--- src/design/uart_cfg_pkg.sv ---
/*
  serial line timing constants and the bit-time counter type
*/
package uart_cfg_pkg;

  // clock cycles that make up one serial bit
  localparam int clks_per_bit = 8;

  // the edge detect in idle already used one clock of the start bit,
  // so the count to mid start bit is one short of half a bit
  localparam int half_bit = clks_per_bit / 2 - 1;

  // counter width, enough to count down from clks_per_bit - 1
  localparam int bit_cnt_w = $clog2(clks_per_bit);

  // counts clocks inside one bit time
  typedef logic [bit_cnt_w-1:0] bit_cnt_t;

endpackage

--- src/design/uart_data_pkg.sv ---
/*
  data word and bit index types, plus state encodings for the receiver,
  the transmitter and the host channel controllers
*/
package uart_data_pkg;

  // one data byte of a frame
  typedef logic [7:0] byte_t;

  // position of a data bit inside the frame, LSB first
  typedef logic [2:0] bit_idx_t;

  // receiver FSM
  typedef enum logic [2:0] {
    rx_idle,
    rx_start,
    rx_data,
    rx_stop,
    rx_wait_release
  } rx_state_t;

  // transmitter FSM
  typedef enum logic [2:0] {
    tx_idle,
    tx_start,
    tx_data,
    tx_stop,
    tx_wait_release
  } tx_state_t;

  // one per host channel, walks through the four-phase handshake
  typedef enum logic [1:0] {
    ctrl_idle,
    ctrl_busy,
    ctrl_ack,
    ctrl_release
  } ctrl_state_t;

endpackage

--- src/design/uart_rx.sv ---
/*
  UART receiver for 8N1 frames that samples each bit in its middle while rx_go
  is high and hands the byte and a framing flag back over the rx_go/rx_done pair
*/
`timescale 1ns/100ps

module uart_rx (
  input  logic                 clk,
  input  logic                 rst_n,
  input  logic                 rxd,
  input  logic                 rx_go,
  output logic                 rx_done,
  output uart_data_pkg::byte_t rx_data,
  output logic                 rx_frame_err
);

  import uart_cfg_pkg::*;
  import uart_data_pkg::*;

  rx_state_t state;
  // clocks left until the next sample point
  bit_cnt_t  cnt;
  // which data bit the next sample belongs to
  bit_idx_t  idx;

  always_ff @(posedge clk or negedge rst_n) begin
    if (!rst_n) begin
      state        <= rx_idle;
      cnt          <= '0;
      idx          <= '0;
      rx_data      <= '0;
      rx_frame_err <= 1'b0;
      rx_done      <= 1'b0;
    end else begin
      case (state)
        rx_idle: begin
          // a low line only counts as a start bit when a byte is wanted
          if (rx_go && !rxd) begin
            cnt   <= bit_cnt_t'(half_bit);
            state <= rx_start;
          end
        end

        rx_start: begin
          cnt <= cnt - bit_cnt_t'(1);
          if (cnt == '0) begin
            // now in the middle of the start bit and one full bit away from data bit 0
            cnt   <= bit_cnt_t'(clks_per_bit - 1);
            idx   <= '0;
            state <= uart_data_pkg::rx_data;
          end
        end

        uart_data_pkg::rx_data: begin
          cnt <= cnt - bit_cnt_t'(1);
          if (cnt == '0) begin
            // bits arrive LSB first, so the index places each one directly
            rx_data[idx] <= rxd;
            cnt          <= bit_cnt_t'(clks_per_bit - 1);
            idx          <= idx + bit_idx_t'(1);
            if (idx == 3'd7) begin
              state <= rx_stop;
            end
          end
        end

        rx_stop: begin
          cnt <= cnt - bit_cnt_t'(1);
          if (cnt == '0) begin
            // a low stop bit means the frame boundary was lost
            rx_frame_err <= !rxd;
            rx_done      <= 1'b1;
            state        <= rx_wait_release;
          end
        end

        rx_wait_release: begin
          // data stays valid until the controller drops rx_go
          if (!rx_go) begin
            rx_data      <= '0;
            rx_frame_err <= 1'b0;
            rx_done      <= 1'b0;
            state        <= rx_idle;
          end
        end

        default: begin
          state <= rx_idle;
        end
      endcase
    end
  end

  // the done level must already be gone once the FSM is back in idle,
  // otherwise the controller could see a stale byte on its next request
  a_no_done_in_idle: assert property (
    @(posedge clk) disable iff (!rst_n)
    (state == rx_idle) |-> !rx_done
  );

endmodule

--- src/design/uart_tx.sv ---
/*
  UART transmitter, 8N1, sends one framed byte per tx_go/tx_done handshake
*/
`timescale 1ns/100ps

module uart_tx (
  input  logic                 clk,
  input  logic                 rst_n,
  input  logic                 tx_go,
  input  uart_data_pkg::byte_t tx_byte,
  output logic                 tx_done,
  output logic                 txd
);

  import uart_cfg_pkg::*;
  import uart_data_pkg::*;

  tx_state_t state;
  // clocks left in the bit that is on the line now
  bit_cnt_t  cnt;
  // counts the data bits already shifted out
  bit_idx_t  idx;
  // remaining data bits, the next one to send sits in bit 0
  byte_t     shift;

  always_ff @(posedge clk or negedge rst_n) begin
    if (!rst_n) begin
      state   <= tx_idle;
      cnt     <= '0;
      idx     <= '0;
      shift   <= '0;
      tx_done <= 1'b0;
      txd     <= 1'b1;
    end else begin
      case (state)
        tx_idle: begin
          if (tx_go) begin
            // start bit goes on the line right away
            shift <= tx_byte;
            cnt   <= bit_cnt_t'(clks_per_bit - 1);
            txd   <= 1'b0;
            state <= tx_start;
          end
        end

        tx_start: begin
          cnt <= cnt - bit_cnt_t'(1);
          if (cnt == '0) begin
            txd   <= shift[0];
            shift <= shift >> 1;
            cnt   <= bit_cnt_t'(clks_per_bit - 1);
            idx   <= '0;
            state <= tx_data;
          end
        end

        tx_data: begin
          cnt <= cnt - bit_cnt_t'(1);
          if (cnt == '0) begin
            cnt <= bit_cnt_t'(clks_per_bit - 1);
            if (idx == 3'd7) begin
              // last data bit done, line goes high for the stop bit
              txd   <= 1'b1;
              state <= tx_stop;
            end else begin
              txd   <= shift[0];
              shift <= shift >> 1;
              idx   <= idx + bit_idx_t'(1);
            end
          end
        end

        tx_stop: begin
          cnt <= cnt - bit_cnt_t'(1);
          if (cnt == '0) begin
            tx_done <= 1'b1;
            state   <= tx_wait_release;
          end
        end

        tx_wait_release: begin
          // line idles high while the controller finishes the handshake
          if (!tx_go) begin
            tx_done <= 1'b0;
            state   <= tx_idle;
          end
        end

        default: begin
          state <= tx_idle;
        end
      endcase
    end
  end

  // the line must rest at the stop level whenever no frame is in flight
  a_txd_high_at_rest: assert property (
    @(posedge clk) disable iff (!rst_n)
    (state == tx_idle || state == tx_wait_release) |-> txd
  );

endmodule

--- src/design/uart_ctrl.sv ---
/*
  host channel controllers, one FSM per direction, bridging the host
  four-phase req/ack pairs to the receiver and transmitter handshakes
*/
`timescale 1ns/100ps

module uart_ctrl (
  input  logic                 clk,
  input  logic                 rst_n,
  input  logic                 host_tx_req,
  input  uart_data_pkg::byte_t host_tx_data,
  output logic                 host_tx_ack,
  input  logic                 host_rx_req,
  output logic                 host_rx_ack,
  output uart_data_pkg::byte_t host_rx_data,
  output logic                 host_rx_frame_err,
  output logic                 rx_go,
  input  logic                 rx_done,
  input  uart_data_pkg::byte_t rx_data,
  input  logic                 rx_frame_err,
  output logic                 tx_go,
  input  logic                 tx_done,
  output uart_data_pkg::byte_t tx_byte
);

  import uart_data_pkg::*;

  ctrl_state_t tx_state;
  ctrl_state_t rx_state;

  // transmit channel, the byte is copied once and held for the whole frame
  always_ff @(posedge clk or negedge rst_n) begin
    if (!rst_n) begin
      tx_state    <= ctrl_idle;
      tx_go       <= 1'b0;
      tx_byte     <= '0;
      host_tx_ack <= 1'b0;
    end else begin
      case (tx_state)
        ctrl_idle: begin
          if (host_tx_req) begin
            tx_byte  <= host_tx_data;
            tx_state <= ctrl_busy;
          end
        end
        ctrl_busy: begin
          tx_go <= 1'b1;
          // host ack follows only after the transmitter has finished
          if (tx_go && tx_done) begin
            host_tx_ack <= 1'b1;
            tx_state    <= ctrl_ack;
          end
        end
        ctrl_ack: begin
          if (!host_tx_req) begin
            tx_go    <= 1'b0;
            tx_state <= ctrl_release;
          end
        end
        ctrl_release: begin
          // wait for the transmitter to close its side before the host may go again
          if (!tx_done) begin
            host_tx_ack <= 1'b0;
            tx_state    <= ctrl_idle;
          end
        end
        default: tx_state <= ctrl_idle;
      endcase
    end
  end

  // receive channel, the receiver wipes its outputs once rx_go falls,
  // so the byte and flag are captured here on rx_done
  always_ff @(posedge clk or negedge rst_n) begin
    if (!rst_n) begin
      rx_state          <= ctrl_idle;
      rx_go             <= 1'b0;
      host_rx_ack       <= 1'b0;
      host_rx_data      <= '0;
      host_rx_frame_err <= 1'b0;
    end else begin
      case (rx_state)
        ctrl_idle: begin
          if (host_rx_req) begin
            rx_go    <= 1'b1;
            rx_state <= ctrl_busy;
          end
        end
        ctrl_busy: begin
          if (rx_done) begin
            host_rx_data      <= rx_data;
            host_rx_frame_err <= rx_frame_err;
            host_rx_ack       <= 1'b1;
            rx_state          <= ctrl_ack;
          end
        end
        ctrl_ack: begin
          if (!host_rx_req) begin
            rx_go    <= 1'b0;
            rx_state <= ctrl_release;
          end
        end
        ctrl_release: begin
          if (!rx_done) begin
            host_rx_ack <= 1'b0;
            rx_state    <= ctrl_idle;
          end
        end
        default: rx_state <= ctrl_idle;
      endcase
    end
  end

  // a new transmit request must not overlap the tail of the last handshake
  a_tx_go_after_done_low: assert property (
    @(posedge clk) disable iff (!rst_n)
    $rose(tx_go) |-> !tx_done
  );

  // the receive ack only ever answers a host request that was pending
  a_rx_ack_needs_req: assert property (
    @(posedge clk) disable iff (!rst_n)
    host_rx_ack |-> ($past(host_rx_req) || $past(host_rx_ack))
  );

endmodule

--- src/design/uart_link.sv ---
/*
  UART link top, wires the host channel controller to the receiver
  and the transmitter
*/
`timescale 1ns/100ps

module uart_link (
  input  logic                 clk,
  input  logic                 rst_n,
  input  logic                 host_tx_req,
  input  uart_data_pkg::byte_t host_tx_data,
  output logic                 host_tx_ack,
  input  logic                 host_rx_req,
  output logic                 host_rx_ack,
  output uart_data_pkg::byte_t host_rx_data,
  output logic                 host_rx_frame_err,
  input  logic                 rxd,
  output logic                 txd
);

  import uart_data_pkg::*;

  // receiver side handshake and its payload
  logic  rx_go;
  logic  rx_done;
  byte_t rx_data;
  logic  rx_frame_err;

  // transmitter side handshake and the byte to send
  logic  tx_go;
  logic  tx_done;
  byte_t tx_byte;

  uart_ctrl uart_ctrl_inst (
    .clk               (clk),
    .rst_n             (rst_n),
    .host_tx_req       (host_tx_req),
    .host_tx_data      (host_tx_data),
    .host_tx_ack       (host_tx_ack),
    .host_rx_req       (host_rx_req),
    .host_rx_ack       (host_rx_ack),
    .host_rx_data      (host_rx_data),
    .host_rx_frame_err (host_rx_frame_err),
    .rx_go             (rx_go),
    .rx_done           (rx_done),
    .rx_data           (rx_data),
    .rx_frame_err      (rx_frame_err),
    .tx_go             (tx_go),
    .tx_done           (tx_done),
    .tx_byte           (tx_byte)
  );

  uart_rx uart_rx_inst (
    .clk          (clk),
    .rst_n        (rst_n),
    .rxd          (rxd),
    .rx_go        (rx_go),
    .rx_done      (rx_done),
    .rx_data      (rx_data),
    .rx_frame_err (rx_frame_err)
  );

  uart_tx uart_tx_inst (
    .clk     (clk),
    .rst_n   (rst_n),
    .tx_go   (tx_go),
    .tx_byte (tx_byte),
    .tx_done (tx_done),
    .txd     (txd)
  );

endmodule

--- config.mk ---
export PLATFORM = sky130hd
export DESIGN_NAME = uart_link
export DESIGN_NICKNAME = d
export VERILOG_FILES = /design/src/design/uart_cfg_pkg.sv /design/src/design/uart_data_pkg.sv /design/src/design/uart_rx.sv /design/src/design/uart_tx.sv /design/src/design/uart_ctrl.sv /design/src/design/uart_link.sv
export SDC_FILE = /design/constraint.sdc
export NUM_CORES = 1
export LEC_CHECK = 0
export BUFFER_PORTS_ARGS = -buffer_cell sky130_fd_sc_hd__buf_2
export CORE_UTILIZATION = 60
export CTS_CLUSTER_SIZE = 24
export DETAILED_ROUTE_END_ITERATION = 6
export PLACE_DENSITY = 0.78
export REMOVE_ABC_BUFFERS = 1
export SLEW_MARGIN = 10
export SYNTH_ARGS = -nofsm -noshare
export SYNTH_HDL_FRONTEND = slang
export SYNTH_SLANG_ARGS = --single-unit
--- constraint.sdc ---
create_clock -name clk -period 4.7 [get_ports clk]
set_input_delay 0.94 -clock clk [delete_from_list [all_inputs] [get_ports clk]]
set_output_delay 0.94 -clock clk [all_outputs]
set_load 0.01 [all_outputs]
* Yosys cells after proc, flatten, opt, wreduce, memory -nomap -nowiden
Index checks and enable logic that the tools add are counted.
** Cells by class
- Shift-type cells :: 0
- $mul :: 0
- Order comparisons :: 2
- Eq/ne operators :: 37
- Bitwise logic cells :: 0
- $add $sub $neg :: 4
- Div/mod/pow operators :: 0
- Multiplexer cells :: 72
- Reduce and logical (&&, ||, !) cells :: 43
** Operator list (number)
- 3-bit two-way mux :: 21
- 8-bit two-way mux :: 6
- 3-bit case mux with 5 select lines :: 2
- 8-bit case mux with 3 select lines :: 1
- 2-bit by 1-bit != test with 1-bit output (second input constant) :: 11
- 3-bit AND reduction :: 7
- 2-bit != test (second input constant) :: 10
- 3-bit case mux with 3 select lines :: 2
- 2-bit nonzero test :: 9
- 1-bit two-way mux :: 17
- 2-bit two-way mux :: 8
- 2-bit case mux with 4 select lines :: 2
- 8-bit case mux with 2 select lines :: 1
- 4-bit AND reduction :: 4
- 1-bit case mux with 2 select lines :: 7
- 3-bit by 2-bit == test with 1-bit output (second input constant) :: 4
- 3-bit == test (second input constant) :: 4
- 3-bit logical NOT :: 4
- 3-bit case mux with 2 select lines :: 2
- 6-bit AND reduction :: 2
- 2-bit AND reduction :: 5
- 3-bit nonzero test :: 3
- 8-bit bitwise mux :: 1
- 2-bit == test (second input constant) :: 4
- 13 further kinds :: 21
** Storage, ports and cells
- Memories kept :: 0
- RAM bits :: 0
- Word-level logic and storage cells :: 179
- Flip-flop bits (word level) :: 63
- Output and inout bits :: 12
- Bits in read-only memories :: 0
- Input bits :: 13
- Latch bits :: 0

* Logic depth before layout (Yosys ltp)
Gate-level depths: netlist of run 1.
- Depth after elaboration :: 7
- Depth in mapped cells :: 6
- Gate-level depth less buffers :: 6

* Hierarchy
A second synthesis of run 1 with hierarchy kept.
** Second synthesis, totals
- Cell total of the unflattened synthesis :: 306
- Area, all modules :: 3407.0 um^2
** Modules (own cells, without submodules)
- uart_rx :: area each 1194.9 um^2, sequential area each 475.5 um^2, cells an instance 121, instances 1
- uart_ctrl :: area each 1193.6 um^2, sequential area each 625.6 um^2, cells an instance 90, instances 1
- uart_tx :: area each 1018.5 um^2, sequential area each 476.7 um^2, cells an instance 95, instances 1

* Worst setup path after synthesis of run 1
Ideal clock, no wire load.
- Kind :: input to register
- Start :: input port host_tx_req
- End :: register uart_ctrl_inst.tx_state[1]
- Setup time :: 128 ps
- Arrival time :: 1711 ps
- Path slack :: 2861 ps
- Cell stages on the path :: 4
- Required time :: 4572 ps
- Buffers on the path :: 0
- Cell sequence :: nor2b_1 -> a221o_1 -> a21oi_1 -> mux2_1
** Between the ends
- Cells in the longest elaborated chain, start to end :: 2
- Elaborated cells between the ends (all ways) :: 3
- Classes of those cells :: eq/ne: 2; reduce/logical: 1
** Ends and longest elaborated chain
- from (decl) :: RTL line uart_link.sv:10 : input logic host_tx_req,
- 2-bit != test (no line)
- 4-bit AND reduction (no line) *
- to (signal assigned) :: RTL line uart_ctrl.sv:34 : tx_state <= ctrl_idle;
- to (signal assigned) :: RTL line uart_ctrl.sv:43 : tx_state <= ctrl_busy;
- to (signal assigned) :: RTL line uart_ctrl.sv:51 : tx_state <= ctrl_ack;
- to (decl) :: RTL line uart_ctrl.sv:28 : ctrl_state_t tx_state;
Every way passes the cells marked *; elsewhere a longest branch is shown, timed or not.
A chain may end at the register's enable or synchronous reset.

* Worst setup path in the final report of run 1
- Start :: register uart_tx_inst.txd
- End :: output port txd
** RTL lines
- from (decl) :: RTL line uart_tx.sv:12 : output logic txd
- from (signal assigned) :: RTL line uart_tx.sv:49 : txd <= shift[0];
- from (signal assigned) :: RTL line uart_tx.sv:66 : txd <= shift[0];
- to (decl) :: RTL line uart_link.sv:18 : output logic txd
No word-level cell between the ends.

==> results of run 1 <==
==> sequential cells by signal, summed over array words and instances, names as in the netlist <==
signal	count
uart_ctrl_inst.host_rx_frame_err	1
uart_ctrl_inst.rx_state	2
uart_tx_inst.shift	8
uart_tx_inst.cnt	3
uart_rx_inst.cnt	3
uart_ctrl_inst.host_rx_data	8
uart_tx_inst.tx_done	1
uart_rx_inst.rx_done	1
uart_tx_inst.state	3
uart_rx_inst.rx_data	8
uart_rx_inst.rx_frame_err	1
uart_tx_inst.idx	3
uart_ctrl_inst.tx_state	2
uart_ctrl_inst.rx_go	1
uart_rx_inst.idx	3
uart_rx_inst.state	3
uart_ctrl_inst.tx_byte	8
uart_ctrl_inst.tx_go	1
uart_ctrl_inst.host_rx_ack	1
uart_tx_inst.txd	1
uart_ctrl_inst.host_tx_ack	1
==> power by group <==
group          switching [mW]  internal (mW)
combinational          0.0813         0.0870
clock                   0.197          0.327
sequential             0.0342          0.596
==> cell families (layout without fill, tap and decap cells) <==
kind of cell | count (synthesis) | count (layout) | synth area share (%)
and+or+nand+nor | 66 | 66 | 10.6
buffers and inverters | 27 | 58 | 3.81
xor gates and xnor gates | 4 | 4 | 1.09
AOI/OAI and AO/OA | 72 | 72 | 14.2
adders and majority gates | 18 | 18 | 7.01
DFF | 63 | 63 | 49.1
muxes | 36 | 36 | 14.2
==> cells in the final DEF, fill, tap and decap left out, drive strengths merged, types with 2 or more instances in the layout <==
master,count
nor3,3
nor2,17
xor2,2
nand2,25
a22oi,2
buf,25
dfrtp,62
o41ai,3
bufinv,2
xnor2,2
a31oi,8
clkbuf,13
o31ai,4
a22o,2
and2,2
mux2,35
nor2b,7
ha,18
nor3b,5
o21ai,26
a21oi,14
o21a,2
inv,17
==> worst max path at each step <==
stage                                 endpoint  slack, ns  cells after the start
floorplan           uart_ctrl_inst.tx_state[1]       2.86                      4
global placement    uart_ctrl_inst.tx_state[1]       2.71                      5
detailed placement  uart_ctrl_inst.tx_state[1]       2.70                      5
CTS                                        txd       2.77                      1
global route             uart_tx_inst.shift[0]       2.72                      6
finish                                     txd       2.78                      1
==> through the flow <==
step / util (%) / setup WS [ns] / hold slack, ns / power (mW) / area (um^2)
after global placement: 65.6 / 2.71 / 0.451 / 0.799 / 3370
after floorplan: - / 2.86 / 0.440 / 0.754 / 3160
after global routing: 69.9 / 2.72 / 0.513 / 1.38 / 3590
final: 69.9 / 2.78 / 0.481 / 1.32 / 3590
after detailed placement: 65.6 / 2.70 / 0.477 / 0.809 / 3370
after CTS: 69.9 / 2.77 / 0.486 / 1.34 / 3590
==> layout make-up <==
type,instances,area (um^2),share of cell area (%)
multi-input cells,196,1510,42.1
clock inverters,3,65.1,1.81
well taps,70,87.6,2.44
repair buffers,25,128,3.55
clock buffers,13,159,4.42
inverters,17,63.8,1.78
flip-flops and latches,63,1580,43.9
==> layer usage <==
layer  vias up  track usage (%)  wire length (um)
li1       1070                -                 -
met1      1060             26.1              2520
met2        46             39.7              2830
met3         6             7.10               210
met4         0             8.44                78
met5         -                0                 0
==> metrics.yaml, run 1 <==
num_antenna_cells: 0
fin_setup_tns_ns: 0
nets: 343
io_buffers: 24
grt.total_usage_pct: 22.7
synth_edf_count: 0
min_period_over_period_pct: 40.8
cp_top_family: "flip-flops"
synth_cell_type_count: 51
path_clk_slew_ns: 0.07
root_buffer: "clkbuf_8"
ios: 25
setup.worst_path.end_class: "output pin"
grt_pass1_vias: 2073
die_h_um: 75.2
start_kind: "flip-flop"
vias: 2182
powerDensity_nw_per_um2: 368
wl_per_cell_um: 14.6
synthArstFlopShare_pct: 100
reg2regPathDepth: 6
slowest_delay_ns: 0.53
slew_headroom_pct: 52.9
grt_pass1_wl_um: 9290
first_pass_iters: 4
rsz0062_at_grt: "no"
p_leak_nw: 1.69
antenna_found_initial: 0
final_antenna_net_count: 0
r2r_slack_ns: 2.85
peakVddDrop_v: 0.000206
fin_skew_ns: 0.00694
yosys-top-cells-count: "dfrtp_1 (62), nand2_1 (25), o21ai_0 (23)"
area_growth_pct: 11.8
cts_setup_buffers: 0
cpMaxStageDelayCell: "dfstp_2"
crit_chain: "buf_2"
cp.arrival_ns: 0.98
vias_per_cell: 5.64
rows: 26
hold_path_depth: 1
cts_buffer_depth: 2
finalCriticalPeriod_ns: 1.92
cp_max_fo: 2
clk_latency_ns: 0.34
netlist.top_cell.by_area: "dfrtp_1"
hp-class: "reg2reg"
syn_inst: 286
max_freq_mhz: 522
status: "finished clean"
critical_path_required_ns: 3.76
drive_above_1_share_pct: 24.9
r2r_end: "uart_tx_inst.shift[4]"
finalMaxSlewViolations: 0
cts.sinks: 63
synthTopCellsByArea: "dfrtp_1 (48%), ha_1 (7.0%), mux2_2 (7.0%)"
wirelength_um: 5630
synth_ff_type: "dfrtp_1"
hold_end: "uart_tx_inst.cnt[0]"
setup_violations: 0
start_util_pct: 62.5
cts_tree: "done"
synth_area_um2: 3210
crit_type: "reg2out"
synth.avg_cell_area_um2: 11.2
yosysWarnings: 0
reg2reg_from: "uart_tx_inst.cnt[0]"
ys_ff_latch: 63
numCtsBuffers: 9
drc: 0
htreeDepth: 3
postCtsHoldBufs: 0
grt_max_degree: 34
post-dp-hpwl_um: 3910
worst-path-buf-inv: 1
overflow: 0
synth.most_common_cell: "dfrtp_1"
die_x_um: 75.2
dieArea_um2: 5650
gp_congestion: 0.812
critPathLaunch: "uart_tx_inst.txd"
fillCellCount: 407
hp-start: "uart_tx_inst.cnt[0]"
post_cts_resized: 0
drv_cap: 0
fin_cells: 387
seq_area_frac_synth_pct: 49.1
worstMarginPinSlew_ns: 0.706
coreArea_um2: 5140
yosysTopAreaCellShare_pct: 48.3
dp.cells: 371
final_hold_viol_count: 0
drtIter0Drc: 73
Power figures use the tool's default switching activity.
==> run 2: changes to the inputs <==
Settings changed: CORE_UTILIZATION 60 to 54, PLACE_DENSITY 0.78 to 0.74.
Clock period 4.7 ns to 1.6 ns, I/O delays scaled along.
==> metrics.yaml, run 2 (synthesis gave the netlist of run 1 again) <==
max_freq_mhz: 607
grt.total_usage_pct: 22.6
root_buffer: "clkbuf_8"
cpMaxStageDelayCell: "dfrtp_1"
final_antenna_net_count: 0
clk_latency_ns: 0.34
crit_type: "reg2reg"
critical_path_required_ns: 1.83
status: "finished, violations left"
wirelength_um: 6590
final_hold_viol_count: 0
crit_chain: "inv_2 -> ha_4 -> nor2b_4 -> a221o_1 -> a21oi_2 -> mux2_4"
overflow: 0
drc: 0
min_period_over_period_pct: 103
coreArea_um2: 5610
grt_pass1_vias: 2383
htreeDepth: 3
slew_headroom_pct: 74.5
slowest_delay_ns: 0.41
power_mw: 4.01
r2r_slack_ns: -0.05
numCtsBuffers: 9
final_cell_mix: "dfrtp_1 (62), buf_4 (41), nand2_1 (25)"
layout_commonest_cell: "dfrtp_1"
use_met2_pct: 38.8
top_usage_layer: "met2"
io_buffers: 24
finalMaxSlewViolations: 0
final_area_um2: 4070
grt_pass1_wl_um: 10700
ios: 25
use_met3_pct: 7.59
dieArea_um2: 6260
gp_congestion: 0.813
rows: 27
fin_cells: 433
placed_cell_area_um2: 3650
drtIter0Drc: 146
nets: 388
antenna_found_initial: 0
fin_setup_tns_ns: -0.276
vias: 2429
start_util_pct: 57.3
cp_top_family: "compound AO/OA/AOI/OAI gates"
cts.sinks: 63
setup.worst_path.end_class: "flip-flop"
worst-path-buf-inv: 1
drive_above_1_share_pct: 40.4
cp.arrival_ns: 1.88
hp-class: "in2reg"
fin_skew_ns: 0.00908
cts_tree: "done"
peakVddDrop_v: 0.000838
post-dp-hpwl_um: 4230
path_clk_slew_ns: 0.07
gr-usage-met1_pct: 25.9
num_antenna_cells: 0
rsz0062_at_grt: "yes"
violations: "negative setup slack"
p_leak_nw: 1.92
worstMarginPinSlew_ns: 0.383
die_h_um: 79.2
area_growth_pct: 26.7
finalCriticalPeriod_ns: 1.65
vias_per_cell: 5.61
cp_max_fo: 4
grt_max_degree: 64
fillCellCount: 380
cts_buffer_depth: 2
start_kind: "flip-flop"
die_x_um: 79.2
layout_setup_ws_ns: -0.0481
setup_violations: 9
wl_per_cell_um: 15.2
first_pass_iters: 4
drv_cap: 0
powerDensity_nw_per_um2: 984
dp.cells: 403
-- run 2: cell count changes in the layout (fill, tap and decap cells not counted), sizes merged --
cell,delta
clkbuf,-3
clkinv,+3
bufinv,-1
buf,+44
dlygate4sd3,+1
-- run 2: metal layers --
| layer | part of all wire [%] | wire length (um) |
|---|---|---|
| met1 | 43 | 2820 |
| met2 | 52 | 3410 |
| met3 | 4.2 | 280 |
| met4 | 1.2 | 82 |
| met5 | 0 | 0 |
-- run 2: cell type report --
type | instances | area [um^2] | share of cell area, %
clock inverters | 5 | 50.0 | 1.23
clock buffers | 10 | 128 | 3.13
inverters | 17 | 63.8 | 1.57
flip-flops and latches | 63 | 1580 | 38.8
well taps | 72 | 90.1 | 2.21
multi-input cells | 196 | 1640 | 40.4
repair buffers | 70 | 518 | 12.7
-- run 2: final timing paths --
path,from,to,depth (start not counted)
setup / recovery,uart_ctrl_inst.tx_state[0],uart_ctrl_inst.tx_state[1],6
hold / removal,host_tx_data[4],uart_ctrl_inst.tx_byte[4],2
setup reg to reg,uart_ctrl_inst.tx_state[0],uart_ctrl_inst.tx_state[1],6
hold reg to reg,uart_ctrl_inst.host_rx_data[7],uart_ctrl_inst.host_rx_data[7],1
max in group asynchronous,rst_n,uart_tx_inst.txd,3
min in group asynchronous,rst_n,uart_ctrl_inst.tx_byte[7],3
-- run 2: power breakdown --
part,total (mW),switching [mW],internal (mW)
clock network,1.29,0.591,0.700
logic,0.860,0.345,0.514
registers,1.86,0.106,1.75
total,4.01,1.04,2.96
-- run 2: repair_timing --
item                                   4_1_cts  5_1_grt
buffers inserted                             8        7
setup endpoints to repair                   17       25
pin swaps                                    5        7
endpoints found under the hold margin       60        0
resized for setup                           12       20
hold buffers                                 1        0
-- run 2: metrics by stage --
stage	setup slack, ns	util [%]	hold slack (ns)
global route	-0.124	72.6	0.197
CTS	-0.0260	70.3	0.197
global placement	-0.0549	65.1	0.359
floorplan	-0.0464	-	0.0244
detailed placement	-0.167	65.1	0.361
finish	-0.0481	72.6	0.212
